`src/verilog/trace_reg_pkg.sv`:
```
// Shared types and address map of the trace register block; at most 8 rules, 64-bit rule registers
`default_nettype none

package trace_reg_pkg;

   ////////////////////
   // Widths and types
   ////////////////////

   typedef logic [7:0]  byte_t;       // One register bus byte
   typedef logic [5:0]  reg_addr_t;   // Offset inside the 64-register window
   typedef logic [6:0]  byte_idx_t;   // Host byte counter, low 3 bits pick the lane
   typedef logic [2:0]  lane_t;
   typedef logic [63:0] pattern_t;    // Rule pattern or mask

   localparam int MAX_RULES = 8;

   typedef logic [MAX_RULES-1:0] rule_vec_t;   // One bit per rule slot
   typedef logic [2:0]           trace_width_t;

   // Request as seen by the register slices, already qualified by window select
   typedef struct packed {
      reg_addr_t addr;
      lane_t     lane;
      byte_t     wdata;
      logic      write;
      logic      read;
   } reg_req_t;

   typedef struct packed {
      rule_vec_t    pattern_enable;
      rule_vec_t    pattern_trig_enable;
      trace_width_t trace_width;
      logic         capture_raw;
      logic         record_syncs;
   } trace_ctrl_t;

   ////////////////////
   // Address map
   ////////////////////

   localparam reg_addr_t REG_NAME                = 6'd0;
   localparam reg_addr_t REG_REV                 = 6'd1;
   localparam reg_addr_t REG_PATTERN_ENABLE      = 6'd2;
   localparam reg_addr_t REG_PATTERN_TRIG_ENABLE = 6'd3;
   localparam reg_addr_t REG_TRACE_WIDTH         = 6'd4;
   localparam reg_addr_t REG_CAPTURE_RAW         = 6'd5;
   localparam reg_addr_t REG_RECORD_SYNCS        = 6'd6;
   localparam reg_addr_t REG_TRACE_RESET_SYNC    = 6'd7;   // Write only, any data
   localparam reg_addr_t REG_SYNCHRONIZED        = 6'd8;
   localparam reg_addr_t REG_TRACE_COUNT         = 6'd9;
   localparam reg_addr_t REG_TRACE_PATTERN_BASE  = 6'd16;  // Rules at 16..23
   localparam reg_addr_t REG_TRACE_MASK_BASE     = 6'd24;  // Rules at 24..31

   ////////////////////
   // Constants and reset values
   ////////////////////

   // "ArmTrace" with 'A' in byte 0
   localparam pattern_t TRACE_NAME = 64'h6563_6172_546d_7241;
   localparam byte_t    TRACE_REV  = 8'h01;

   localparam trace_width_t TRACE_WIDTH_RESET  = 3'd4;   // 4-lane trace by default
   localparam logic         CAPTURE_RAW_RESET  = 1'b1;
   localparam logic         RECORD_SYNCS_RESET = 1'b0;
   localparam rule_vec_t    ENABLE_RESET       = '0;
   localparam pattern_t     PATTERN_RESET      = '0;
   localparam pattern_t     MASK_RESET         = '1;     // Don't-care on every bit

endpackage

`default_nettype wire
```
`src/verilog/match_rule_regs.sv`:
```
// One match rule; byte lanes are written one at a time, no wider write path exists
`default_nettype none

module match_rule_regs (
   input  wire                         usb_clk,
   input  wire                         reset_i,
   input  wire                         pattern_we,
   input  wire                         mask_we,
   input  wire trace_reg_pkg::lane_t   lane,
   input  wire trace_reg_pkg::byte_t   wdata,

   output trace_reg_pkg::pattern_t     pattern,
   output trace_reg_pkg::pattern_t     mask
);

   logic [5:0] bit_base;   // First bit of the addressed lane

   assign bit_base = {lane, 3'b000};

   ////////////////////
   // Pattern and mask storage
   ////////////////////

   always_ff @(posedge usb_clk) begin
      if (reset_i) begin
         pattern <= trace_reg_pkg::PATTERN_RESET;
         mask    <= trace_reg_pkg::MASK_RESET;   // Match anything until programmed
      end
      else begin
         if (pattern_we) begin
            pattern[bit_base +: 8] <= wdata;
         end
         if (mask_we) begin
            mask[bit_base +: 8] <= wdata;
         end
      end
   end

endmodule

`default_nettype wire

```
`src/verilog/trace_ctrl_regs.sv`:
```
// Trace control registers; only the low bits that fit each field are kept, resync is write-only
`default_nettype none

module trace_ctrl_regs (
   input  wire                           usb_clk,
   input  wire                           reset_i,
   input  wire trace_reg_pkg::reg_req_t  req,

   output trace_reg_pkg::trace_ctrl_t    ctrl,
   output logic                          reset_sync
);

   logic resync_hit;
   logic resync_q;     // Write seen last cycle
   logic resync_qq;

   ////////////////////
   // Control registers
   ////////////////////

   always_ff @(posedge usb_clk) begin
      if (reset_i) begin
         ctrl.pattern_enable      <= trace_reg_pkg::ENABLE_RESET;
         ctrl.pattern_trig_enable <= trace_reg_pkg::ENABLE_RESET;
         ctrl.trace_width         <= trace_reg_pkg::TRACE_WIDTH_RESET;
         ctrl.capture_raw         <= trace_reg_pkg::CAPTURE_RAW_RESET;
         ctrl.record_syncs        <= trace_reg_pkg::RECORD_SYNCS_RESET;
      end
      else if (req.write) begin
         case (req.addr)
            trace_reg_pkg::REG_PATTERN_ENABLE: begin
               ctrl.pattern_enable <= req.wdata[trace_reg_pkg::MAX_RULES-1:0];
            end
            trace_reg_pkg::REG_PATTERN_TRIG_ENABLE: begin
               ctrl.pattern_trig_enable <= req.wdata[trace_reg_pkg::MAX_RULES-1:0];
            end
            trace_reg_pkg::REG_TRACE_WIDTH: begin
               ctrl.trace_width <= req.wdata[2:0];   // Lane count, 1 to 4 in practice
            end
            trace_reg_pkg::REG_CAPTURE_RAW: begin
               ctrl.capture_raw <= req.wdata[0];
            end
            trace_reg_pkg::REG_RECORD_SYNCS: begin
               ctrl.record_syncs <= req.wdata[0];
            end
            default: begin
               // Rule registers and read-only addresses live elsewhere
            end
         endcase
      end
   end

   ////////////////////
   // Resync pulse
   ////////////////////

   assign resync_hit = req.write && (req.addr == trace_reg_pkg::REG_TRACE_RESET_SYNC);

   always_ff @(posedge usb_clk) begin
      if (reset_i) begin
         resync_q  <= 1'b0;
         resync_qq <= 1'b0;
      end
      else begin
         resync_q  <= resync_hit;
         resync_qq <= resync_q;
      end
   end

   // Rising edge only, so a burst of writes still gives one pulse
   assign reset_sync = resync_q && !resync_qq;

endmodule

`default_nettype wire

```
`src/verilog/trace_read_mux.sv`:
```
// Read path; unknown addresses and rule slots past N_RULES read 0, output register has no reset
`default_nettype none

module trace_read_mux #(
   parameter int N_RULES         = 8,
   parameter bit REGISTERED_READ = 1'b1
)(
   input  wire                              usb_clk,
   input  wire trace_reg_pkg::reg_req_t     req,
   input  wire trace_reg_pkg::trace_ctrl_t  ctrl,
   input  wire trace_reg_pkg::pattern_t     patterns [trace_reg_pkg::MAX_RULES],
   input  wire trace_reg_pkg::pattern_t     masks [trace_reg_pkg::MAX_RULES],
   input  wire trace_reg_pkg::byte_t        trace_counts [trace_reg_pkg::MAX_RULES],
   input  wire                              synchronized,

   output trace_reg_pkg::byte_t             read_data
);

   logic [2:0]           rule;         // Rule slot of a pattern or mask address
   logic [2:0]           count_rule;   // Counts come out last rule first
   logic [5:0]           bit_base;
   trace_reg_pkg::byte_t rd_comb;

   assign rule       = req.addr[2:0];
   assign count_rule = 3'd7 - req.lane;
   assign bit_base   = {req.lane, 3'b000};

   ////////////////////
   // Byte select
   ////////////////////

   always_comb begin
      rd_comb = '0;
      if (req.read) begin
         case (req.addr)
            trace_reg_pkg::REG_NAME:
               rd_comb = trace_reg_pkg::TRACE_NAME[bit_base +: 8];
            trace_reg_pkg::REG_REV:
               rd_comb = trace_reg_pkg::TRACE_REV;
            trace_reg_pkg::REG_PATTERN_ENABLE:
               rd_comb = ctrl.pattern_enable;
            trace_reg_pkg::REG_PATTERN_TRIG_ENABLE:
               rd_comb = ctrl.pattern_trig_enable;
            trace_reg_pkg::REG_TRACE_WIDTH:
               rd_comb = {5'd0, ctrl.trace_width};
            trace_reg_pkg::REG_CAPTURE_RAW:
               rd_comb = {7'd0, ctrl.capture_raw};
            trace_reg_pkg::REG_RECORD_SYNCS:
               rd_comb = {7'd0, ctrl.record_syncs};
            trace_reg_pkg::REG_SYNCHRONIZED:
               rd_comb = {7'd0, synchronized};
            trace_reg_pkg::REG_TRACE_COUNT: begin
               if (int'(count_rule) < N_RULES) begin
                  rd_comb = trace_counts[count_rule];
               end
            end
            default: begin
               // Rule ranges are 8-aligned blocks
               if (int'(rule) < N_RULES) begin
                  if (req.addr[5:3] == trace_reg_pkg::REG_TRACE_PATTERN_BASE[5:3]) begin
                     rd_comb = patterns[rule][bit_base +: 8];
                  end
                  else if (req.addr[5:3] == trace_reg_pkg::REG_TRACE_MASK_BASE[5:3]) begin
                     rd_comb = masks[rule][bit_base +: 8];
                  end
               end
            end
         endcase
      end
   end

   ////////////////////
   // Output stage
   ////////////////////

   generate
      if (REGISTERED_READ) begin : g_read_reg
         trace_reg_pkg::byte_t read_data_r;

         always_ff @(posedge usb_clk) begin
            read_data_r <= rd_comb;   // Zero whenever no read was asked for
         end

         assign read_data = read_data_r;
      end
      else begin : g_read_comb
         assign read_data = rd_comb;   // Same-cycle data
      end
   endgenerate

endmodule

`default_nettype wire

```
`src/verilog/trace_reg_block.sv`:
```
// Trace sniffer register block; N_RULES 1..8, slots past it read 0 and output reset values
`default_nettype none

module trace_reg_block #(
   parameter int         N_RULES         = 8,
   parameter logic [1:0] BLOCK_SELECT    = 2'd2,
   parameter bit         REGISTERED_READ = 1'b1
)(
   input  wire                              usb_clk,
   input  wire                              reset_i,

   // Host register bus
   input  wire trace_reg_pkg::byte_t        reg_address,
   input  wire trace_reg_pkg::byte_idx_t    reg_bytecnt,
   input  wire trace_reg_pkg::byte_t        write_data,
   input  wire                              reg_read,
   input  wire                              reg_write,
   input  wire                              reg_addrvalid,
   output trace_reg_pkg::byte_t             read_data,
   output logic                             selected,

   // Trace core side
   output trace_reg_pkg::trace_ctrl_t       trace_ctrl,
   output trace_reg_pkg::pattern_t          trace_patterns [trace_reg_pkg::MAX_RULES],
   output trace_reg_pkg::pattern_t          trace_masks [trace_reg_pkg::MAX_RULES],
   output logic                             reset_sync,
   input  wire trace_reg_pkg::byte_t        trace_counts [trace_reg_pkg::MAX_RULES],
   input  wire                              synchronized
);

   trace_reg_pkg::reg_req_t  req;
   trace_reg_pkg::rule_vec_t pattern_we;
   trace_reg_pkg::rule_vec_t mask_we;

   trace_reg_decode #(
      .N_RULES      (N_RULES),
      .BLOCK_SELECT (BLOCK_SELECT)
   ) i_decode (
      .reg_address   (reg_address),
      .reg_bytecnt   (reg_bytecnt),
      .write_data    (write_data),
      .reg_read      (reg_read),
      .reg_write     (reg_write),
      .reg_addrvalid (reg_addrvalid),
      .selected      (selected),
      .req           (req),
      .pattern_we    (pattern_we),
      .mask_we       (mask_we)
   );

   trace_ctrl_regs i_ctrl (
      .usb_clk    (usb_clk),
      .reset_i    (reset_i),
      .req        (req),
      .ctrl       (trace_ctrl),
      .reset_sync (reset_sync)
   );

   ////////////////////
   // Rule slices
   ////////////////////

   generate
      for (genvar r = 0; r < trace_reg_pkg::MAX_RULES; r++) begin : g_rule
         if (r < N_RULES) begin : g_slice
            match_rule_regs i_rule (
               .usb_clk    (usb_clk),
               .reset_i    (reset_i),
               .pattern_we (pattern_we[r]),
               .mask_we    (mask_we[r]),
               .lane       (req.lane),
               .wdata      (req.wdata),
               .pattern    (trace_patterns[r]),
               .mask       (trace_masks[r])
            );
         end
         else begin : g_absent
            // Unbuilt slot looks like a rule that was never programmed
            assign trace_patterns[r] = trace_reg_pkg::PATTERN_RESET;
            assign trace_masks[r]    = trace_reg_pkg::MASK_RESET;
         end
      end
   endgenerate

   trace_read_mux #(
      .N_RULES         (N_RULES),
      .REGISTERED_READ (REGISTERED_READ)
   ) i_read_mux (
      .usb_clk      (usb_clk),
      .req          (req),
      .ctrl         (trace_ctrl),
      .patterns     (trace_patterns),
      .masks        (trace_masks),
      .trace_counts (trace_counts),
      .synchronized (synchronized),
      .read_data    (read_data)
   );

endmodule

`default_nettype wire

```
`src/verilog/trace_reg_decode.sv`:
```
// Combinational window decode; N_RULES must lie in 1..8, strobes for rules past it stay low
`default_nettype none

module trace_reg_decode #(
   parameter int         N_RULES      = 8,
   parameter logic [1:0] BLOCK_SELECT = 2'd2
)(
   input  wire trace_reg_pkg::byte_t     reg_address,
   input  wire trace_reg_pkg::byte_idx_t reg_bytecnt,
   input  wire trace_reg_pkg::byte_t     write_data,
   input  wire                           reg_read,
   input  wire                           reg_write,
   input  wire                           reg_addrvalid,

   output logic                          selected,
   output trace_reg_pkg::reg_req_t       req,
   output trace_reg_pkg::rule_vec_t      pattern_we,
   output trace_reg_pkg::rule_vec_t      mask_we
);

   trace_reg_pkg::reg_addr_t offset;
   logic [2:0]               rule;        // Rule slot inside a pattern or mask range
   logic                     rule_valid;
   logic                     pattern_hit;
   logic                     mask_hit;

   ////////////////////
   // Window select
   ////////////////////

   assign selected = reg_addrvalid && (reg_address[7:6] == BLOCK_SELECT);
   assign offset   = reg_address[5:0];

   always_comb begin
      req.addr  = offset;
      req.lane  = reg_bytecnt[2:0];   // Upper counter bits wrap onto lanes
      req.wdata = write_data;
      req.write = selected && reg_write;
      req.read  = selected && reg_read;
   end

   ////////////////////
   // Rule strobes
   ////////////////////

   assign rule       = offset[2:0];
   assign rule_valid = (int'(rule) < N_RULES);

   // Pattern and mask ranges are 8-aligned, so the upper bits name the range
   assign pattern_hit = req.write && rule_valid &&
                        (offset[5:3] == trace_reg_pkg::REG_TRACE_PATTERN_BASE[5:3]);
   assign mask_hit    = req.write && rule_valid &&
                        (offset[5:3] == trace_reg_pkg::REG_TRACE_MASK_BASE[5:3]);

   // One-hot, at most one bit per strobe
   always_comb begin
      pattern_we = '0;
      mask_we    = '0;
      if (pattern_hit) begin
         pattern_we[rule] = 1'b1;
      end
      if (mask_hit) begin
         mask_we[rule] = 1'b1;
      end
   end

endmodule

`default_nettype wire

```
`config.mk`:
```
export PLATFORM = sky130hd
export DESIGN_NAME = trace_reg_block
export DESIGN_NICKNAME = d
export VERILOG_FILES = /design/src/verilog/trace_reg_pkg.sv /design/src/verilog/match_rule_regs.sv /design/src/verilog/trace_ctrl_regs.sv /design/src/verilog/trace_read_mux.sv /design/src/verilog/trace_reg_block.sv /design/src/verilog/trace_reg_decode.sv
export SDC_FILE = /design/constraint.sdc
export NUM_CORES = 2
export LEC_CHECK = 0
export ABC_CLOCK_PERIOD_IN_PS = 7140
export BUFFER_PORTS_ARGS = -buffer_cell sky130_fd_sc_hd__buf_2
export CELL_PAD_IN_SITES_DETAIL_PLACEMENT = 1
export CELL_PAD_IN_SITES_GLOBAL_PLACEMENT = 2
export CORE_AREA = 3 3 442 444
export DETAILED_ROUTE_END_ITERATION = 10
export DIE_AREA = 0 0 445 447
export GPL_ROUTABILITY_DRIVEN = 1
export PLACE_DENSITY_LB_ADDON = 0.1
export SLEW_MARGIN = 20
export SYNTH_ARGS = -nofsm -noshare
export SYNTH_HDL_FRONTEND = slang
export SYNTH_SLANG_ARGS = --single-unit
```
`constraint.sdc`:
```
create_clock -name usb_clk -period 7.14 [get_ports usb_clk]
set_input_delay 1.428 -clock usb_clk [delete_from_list [all_inputs] [get_ports usb_clk]]
set_output_delay 1.428 -clock usb_clk [all_outputs]
set_load 0.02 [all_outputs]
```
======== Word level (Yosys, flattened, before mapping) ========
Cells that the tools add are included.
word-level totals
  output and inout bits ................... 1055
  register bits after elaboration ......... 1055
  bits of input ports ..................... 93
  word-level logic and storage cells ...... 96
cells by class
  mux-type cells .......................... 32
  bitwise logic cells ..................... 2
  shifts and indexed selects .............. 5
  $add $sub $neg .......................... 2
  reductions and logical operators ........ 15
  $lt $le $gt $ge ......................... 4
  equal/unequal tests ..................... 12
operators with widths
  cell                       number
  $bwmux W64                 16
  $bmux W64 S3               2
  $mux W64                   4
  $shiftx A64 B7 Y8          2
  $pmux W8 S9                1
  $shift A8 B8 Y64 const A   1
  $shiftx A64 B7 Y8 const A  1
  $shiftx A8 B8 Y64          1
  $mux W8                    6
  $bmux W8 S3                1
  $eq A6 B3 Y1 const B       4
  $eq A6 B2 Y1 const B       2
  $eq A6 B4 Y1 const B       2
  $reduce_and A2 Y1          5
  $ge A4 B4 Y1 const B       2
  $logic_and A1 B1 Y1        8
  $neg A6 Y8                 1
  $not A3 Y4                 2
  $eq A3 B2 Y1 const B       2
  $eq A6 B1 Y1 const B       1
  $logic_not A6 Y1           1
  $lt A3 B4 Y1 const B       1
  $demux W1 S3               1
  $ge A3 B1 Y1 const B       1
  4 further kinds            4

======== Logic depth before layout (Yosys ltp) ========
  word-level depth ........................ 8
  mapped depth ............................ 13
  mapped depth without buffers ............ 9

======== Hierarchy ========
Synthesis repeated with hierarchy kept, for this count alone.
second synthesis, totals
  cell total of the unflattened synthesis .. 5000
  area total of the unflattened synthesis .. 52029.9 µm²
modules (own cells, without submodules)
  module                                           area an instance (µm²)  times used  cells each  sequential area each (µm²)
  match_rule_regs at g_rule[3].g_slice.i_rule ...  5200.0                  4           513         2562.5
  match_rule_regs at g_rule[0].g_slice.i_rule ...  5198.7                  3           511         2562.5
  trace_read_mux                                   9469.1                  1           802         160.2
  match_rule_regs at g_rule[7].g_slice.i_rule      4829.6                  1           475         2562.5
  trace_ctrl_regs                                  980.9                   1           93          460.4
  trace_reg_decode                                 354.1                   1           45          0.0

======== Worst setup path before layout ========
Ideal clock, no wire load.
  path type ............................... input port to flip-flop
  start ................................... input port reg_bytecnt[2]
  end ..................................... register g_rule[5].g_slice.i_rule.mask[22]
  required time ........................... 7.020 ns
  setup time .............................. 0.120 ns
  arrival time ............................ 4.072 ns
  setup slack ............................. 2.949 ns
  stages .................................. 13
  path buffers ............................ 5
  cells stage by stage .................... clkbuf_1 clkbuf_1 inv_1 clkbuf_1 ha_1 nand2b_1 nor3_1 nand2_1 buf_2 nor2_2 buf_2 nor2b_1 a211o_1
between the ends
  cells in the longest elaborated chain, start to end .. 3
  elaborated cells on any way between the ends .. 4
  classes of those cells .................. add/sub: 1; shift: 2; mux: 1
RTL lines
  item                                                          RTL line               source
  from (decl)                                                   trace_reg_block.sv:14  input wire trace_reg_pkg::byte_idx_t reg_bytecnt,
  $neg A6 Y8 (*)                                                match_rule_regs.sv:34  mask[bit_base +: 8] <= wdata;
  $shiftx A8 B8 Y64 / $shift A8 B8 Y64 (equally long branches)  match_rule_regs.sv:34
  $bwmux W64 (*)                                                match_rule_regs.sv:34
  to (signal assigned)                                          match_rule_regs.sv:27  mask <= trace_reg_pkg::MASK_RESET;
  to (signal, indexed assignment)                               match_rule_regs.sv:34
  to (decl)                                                     match_rule_regs.sv:13  output trace_reg_pkg::pattern_t mask
Every way passes the cells marked *; elsewhere a longest branch is shown, timed or not.
A chain may end at the register's enable or synchronous reset.

======== Worst setup path in the final report ========
  start ................................... input port reg_bytecnt[0]
  end ..................................... register g_rule[2].g_slice.i_rule.pattern[16]
between the ends
  cells in the longest elaborated chain, start to end .. 3
  elaborated cells on any way between the ends .. 4
  classes of those cells .................. add/sub: 1; shift: 2; mux: 1
RTL lines
  item                                                          RTL line               source
  $neg A6 Y8 (*)                                                match_rule_regs.sv:31  pattern[bit_base +: 8] <= wdata;
  $shiftx A8 B8 Y64 / $shift A8 B8 Y64 (equally long branches)  match_rule_regs.sv:31
  $bwmux W64 (*)                                                match_rule_regs.sv:31
  to (signal assigned)                                          match_rule_regs.sv:26  pattern <= trace_reg_pkg::PATTERN_RESET;
  to (signal, indexed assignment)                               match_rule_regs.sv:31
  to (decl)                                                     match_rule_regs.sv:12  output trace_reg_pkg::pattern_t pattern,
Marked as above.

==> results_tabular.tex <==
\begin{tabular}{lr}
\hline
Metric & Value \\
\hline
\multicolumn{2}{l}{\textbf{Drt}} \\
\quad Number of iterations in the first detailed-routing pass & 5 \\
\quad Wirelength, routed & 305,000 um \\
\quad DR DRC count & 0 \\
\quad Final routed wire length divided by cell count & 34.3 um \\
\quad Via total after detailed routing & 48,100 \\
\quad Antenna Violating Nets Remaining & 0 \\
\quad Initial detailed-routing violation count & 3,749 \\
\quad Vias per cell & 5.40 \\
\multicolumn{2}{l}{\textbf{Floorplan}} \\
\quad Die outline area & 0.199 sq mm \\
\quad Die X-Extent & 445 um \\
\quad Number of placement rows & 161 \\
\quad Placeable core region & 0.192 sq mm \\
\quad Num ports & 1,148 \\
\quad Die outline height & 447 um \\
\quad Starting density of the core & 25.3\% \\
\multicolumn{2}{l}{\textbf{Final layout}} \\
\quad Sequential cell area & 0.0211 sq mm \\
\quad Layout cells sized above 1 & 28.3\% \\
\quad Final design area excluding fillers & 0.0609 sq mm \\
\quad Fillers & 22,300 \\
\quad Most used cells in the layout excluding fill and tap cells & 1,130 x sky130\_fd\_sc\_hd\_\_buf\_2, 1,120 x sky130\_fd\_sc\_hd\_\_nand2\_1, 1,055 x sky130\_fd\_sc\_hd\_\_dfxtp\_1 \\
\quad Multi-input logic area & 0.0252 sq mm \\
\quad Final nets & 6,357 \\
\quad Area added between synthesis and finish & 25.4\% \\
\quad Most common cell after layout, fill and taps aside & sky130\_fd\_sc\_hd\_\_buf\_2 \\
\quad Share of the core filled with cells in the final layout & 31.7\% \\
\quad Final std cells w/o fill & 8,894 \\
\multicolumn{2}{l}{\textbf{Critical path}} \\
\quad Critical path launch point type & input pin \\
\quad Internal reg-to-reg setup slack & 3.85 ns \\
\quad Source of the critical timing path & reg\_bytecnt[0] \\
\quad Crit-path cells & buf\_4 -> inv\_1 -> ha\_1 -> ha\_1 -> nand2b\_1 -> nor3\_1 -> and2\_2 -> buf\_12 -> nand2\_1 -> nand2\_1 -> a21oi\_1 \\
\quad Maximum fanout along the worst path & 33 \\
\quad CP peak stage delay & 0.93 ns \\
\quad Endpoint of the most critical setup path & g\_rule[2].g\_slice.i\_rule.pattern[16] \\
\quad Crit. End Element & register \\
\quad Kind of cell adding the most delay to the critical path & simple AND/OR/NAND/NOR gates \\
\quad Data required time of the critical path & 7.78 ns \\
\quad Instance count on the critical path & 11 \\
\quad Reg-to-reg critical path startpoint & g\_rule[3].g\_slice.i\_rule.mask[4] \\
\quad Critical path buffer and inverter count & 3 \\
\quad Capture point of the worst reg-to-reg path & i\_read\_mux.read\_data[4] \\
\quad Number of cell instances on the worst register-to-register path & 6 \\
\quad Crit Path Class & input pin to register \\
\quad Cell with the largest stage delay on the worst path & sky130\_fd\_sc\_hd\_\_nor3\_1 \\
\quad WP data arrival & 6.02 ns \\
\multicolumn{2}{l}{\textbf{CTS}} \\
\quad CTS tree & built \\
\quad CTS clock-pin slew for the worst setup and hold paths & 0.06 ns \\
\quad Post-CTS resize count & 0 \\
\quad Latest clock arrival within the worst-skew pair & 0.82 ns \\
\quad Clock Path Buffers & 3 \\
\quad H-tree levels & 4 \\
\quad Clock buffer count from CTS & 138 \\
\quad Total setup buffers inserted after CTS & 0 \\
\quad Post-CTS Hold Fix Bufs & 0 \\
\quad Total clock sinks & 1,055 \\
\quad Cell at the root of the clock tree & sky130\_fd\_sc\_hd\_\_clkbuf\_16 \\
\multicolumn{2}{l}{\textbf{Synthesis}} \\
\quad Post-Synth Adder-Cell Area & 0.129\% \\
\quad Post-synthesis sequential area ratio & 43.5\% \\
\quad Distinct cell type count of the synthesized netlist & 69 \\
\quad Post-Syn Instances & 5,383 \\
\quad Multiplexer fraction of the synthesized cell area & 13.6\% \\
\quad Share of flip-flops with an asynchronous set or reset & 0\% \\
\quad Largest family of logic cells by synthesized area & simple AND/OR/NAND/NOR gates \\
\quad Net count of the mapped netlist & 5,481 \\
\quad Post-synthesis register bit count & 1,055 \\
\quad Area fraction in compound gates after synthesis & 15.4\% \\
\quad Number of flops mapped to enable cells by yosys & 0 \\
\quad Yosys warning count & 0 \\
\quad Mean area per synthesized cell & 9.02 sq um \\
\quad Simple-gate area share of the yosys netlist & 22.5\% \\
\quad Synthesized-area fraction occupied by xor and xnor cells & 0\% \\
\quad Most used flip-flop cell after synthesis & sky130\_fd\_sc\_hd\_\_dfxtp\_1 \\
\quad Netlist area before placement & 0.0485 sq mm \\
\multicolumn{2}{l}{\textbf{Place}} \\
\quad Placed instance count & 8,645 \\
\quad Worst setup timing slack at the placement stage & 1.13 ns \\
\quad Final weighted congestion in routability-driven placement & 0.905 \\
\quad Detail Placement HPWL & 223,000 um \\
\quad Placed instance area & 0.0564 sq mm \\
\quad Port buffer count & 1,143 \\
\multicolumn{2}{l}{\textbf{Global routing}} \\
\quad GRT Resource Usage Total & 29.5\% \\
\quad Vias in the first global route & 46,700 \\
\quad Global-route wire length before repair & 412,000 um \\
\quad Largest net degree at the start of global routing & 214 \\
\quad Number of antenna violations at the first check in global routing & 30 \\
\quad Leftover overflow at the end of global routing & 0 \\
\multicolumn{2}{l}{\textbf{Power and ir drop}} \\
\quad Switching Power & 3.57 mW \\
\quad Power per cell area & 226 mW/mm\^{}2 \\
\quad Internal power & 10.2 mW \\
\quad Logic gate share of total power & 5.9\% \\
\quad Seq pwr share & 42.8\% \\
\quad Switching power as a share of total power & 26.0\% \\
\quad Cell leakage power & 22.5 nW \\
\quad Tot Pwr & 13.7 mW \\
\quad Worst IR Drop VDD & 0.190 mV \\
\quad Clock share of power & 51.3\% \\
\multicolumn{2}{l}{\textbf{STA}} \\
\quad Hold Fails Final Rpt & 0 \\
\quad Setup Total Neg Slack & 0 ns \\
\quad Setup Skew & 0.0312 ns \\
\quad Unrepaired setup endpoints after global routing & no \\
\quad Upper clock frequency limit & 0.186 GHz \\
\quad Final worst path period need & 5.38 ns \\
\quad Final critical-path share of the clock period & 75.4\% \\
\quad Transition at the pin with the smallest max-transition slack & 1.23 ns \\
\quad Slew margin rel. & 17.7\% \\
\quad Number of max-slew violations in the final report & 0 \\
\quad Hold Slack & 0.461 ns \\
\quad Setup slack of the critical path after layout & 1.76 ns \\
\quad Final setup violation count & 0 \\
\multicolumn{2}{l}{\textbf{Status}} \\
\quad Result of the run & finished, final reports clean \\
\multicolumn{2}{l}{\textbf{Hold path}} \\
\quad Path category of the worst min-delay check & register to register \\
\multicolumn{2}{l}{\textbf{Flow run}} \\
\quad Max-cap violations & 0 \\
\hline
\end{tabular}
cell usage after synthesis (3+ instances only):
master | number | area (sq um)
sky130_fd_sc_hd__nand3_1 | 365 | 1830
sky130_fd_sc_hd__nor2_2 | 23 | 144
sky130_fd_sc_hd__a21boi_0 | 4 | 30.0
sky130_fd_sc_hd__and3_1 | 7 | 43.8
sky130_fd_sc_hd__a31oi_1 | 9 | 56.3
sky130_fd_sc_hd__o211ai_1 | 4 | 30.0
sky130_fd_sc_hd__o22ai_1 | 6 | 37.5
sky130_fd_sc_hd__dfxtp_1 | 1055 | 21100
sky130_fd_sc_hd__a211oi_1 | 4 | 30.0
sky130_fd_sc_hd__a211o_1 | 225 | 1970
sky130_fd_sc_hd__and2_1 | 5 | 31.3
sky130_fd_sc_hd__nor2_4 | 12 | 135
sky130_fd_sc_hd__mux4_2 | 245 | 5520
sky130_fd_sc_hd__nand4_1 | 8 | 50.1
sky130_fd_sc_hd__nor2b_1 | 237 | 1480
sky130_fd_sc_hd__o21ai_0 | 301 | 1510
sky130_fd_sc_hd__buf_6 | 15 | 169
sky130_fd_sc_hd__a22oi_1 | 71 | 533
sky130_fd_sc_hd__o221ai_1 | 4 | 35.0
sky130_fd_sc_hd__buf_12 | 3 | 60.1
sky130_fd_sc_hd__buf_1 | 7 | 26.3
sky130_fd_sc_hd__mux2i_1 | 67 | 671
sky130_fd_sc_hd__clkbuf_1 | 380 | 1430
sky130_fd_sc_hd__nand2b_1 | 10 | 62.6
sky130_fd_sc_hd__buf_2 | 88 | 440
sky130_fd_sc_hd__nor3_1 | 18 | 90.1
sky130_fd_sc_hd__mux2_2 | 6 | 67.6
sky130_fd_sc_hd__inv_1 | 6 | 22.5
sky130_fd_sc_hd__buf_4 | 30 | 225
sky130_fd_sc_hd__ha_1 | 5 | 62.6
sky130_fd_sc_hd__nor4_1 | 12 | 75.1
sky130_fd_sc_hd__or4_1 | 4 | 30.0
sky130_fd_sc_hd__nand3b_1 | 289 | 2170
sky130_fd_sc_hd__a32oi_1 | 8 | 70.1
sky130_fd_sc_hd__nor2_1 | 86 | 323
sky130_fd_sc_hd__a221oi_1 | 10 | 87.6
sky130_fd_sc_hd__a21oi_1 | 568 | 2840
sky130_fd_sc_hd__mux4_1 | 13 | 342
sky130_fd_sc_hd__nand2_1 | 1126 | 4230
how the worst min path moves through the flow:
stage	from	end	slack, ns	depth (start not counted)
CTS	i_ctrl.resync_q	i_ctrl.resync_qq	0.46	1
finish	i_ctrl.resync_q	i_ctrl.resync_qq	0.46	1
global route	g_rule[1].g_slice.i_rule.pattern[5]	g_rule[1].g_slice.i_rule.pattern[5]	0.49	2
floorplan	i_ctrl.resync_q	i_ctrl.resync_qq	0.43	1
detailed placement	i_ctrl.resync_q	i_ctrl.resync_qq	0.45	1
global placement	i_ctrl.resync_q	i_ctrl.resync_qq	0.45	1
area by class of cell:
cell class	instances	area share, %
Tap cell	2526	5.19
Timing Repair Buffer	1260	11.3
Sequential cell	1055	34.7
Clock inverter	31	0.625
Inverter	6	0.0370
Antenna cell	7	0.0288
Multi-Input combinational cell	3798	41.4
Clock buffer	211	6.69
power groups by stage:
stage,Sequential (mW),Combinational (mW),Clock (mW)
2_1_floorplan,6.02,0.479,0
3_3_place_gp,6.02,0.819,0
3_5_place_dp,6.02,0.819,0
4_1_cts,5.89,0.819,7.21
5_1_grt,5.89,0.848,7.44
6_report,5.89,0.810,7.05
flip-flops by register name (all words and copies together) (netlist names):
name	cells
g_rule.g_slice.i_rule.mask	512
i_ctrl.resync_q	1
i_ctrl.ctrl	21
i_read_mux.read_data	8
i_ctrl.resync_qq	1
g_rule.g_slice.i_rule.pattern	512
kinds of logic (layout without fill, tap and decap cells):
kind of cell               count (synthesis)  count (layout)
and+or+nand+nor                         2224            2224
AOI/OAI and AO/OA                       1238            1238
DFF                                     1055            1055
buffers and inverters                    530            1508
muxes                                    331             331
adders and majority gates                  5               5
other                                      0               7
per-layer routing:
layer	global-route usage, %	vias up	wire length, um
met1	39.2	25100	134000
met5	0	-	11
li1	-	20900	-
met4	13.5	2	15300
met2	45.7	1637	137000
met3	6.10	374	19100
No activity file was read; power rests on OpenSTA's default activity.
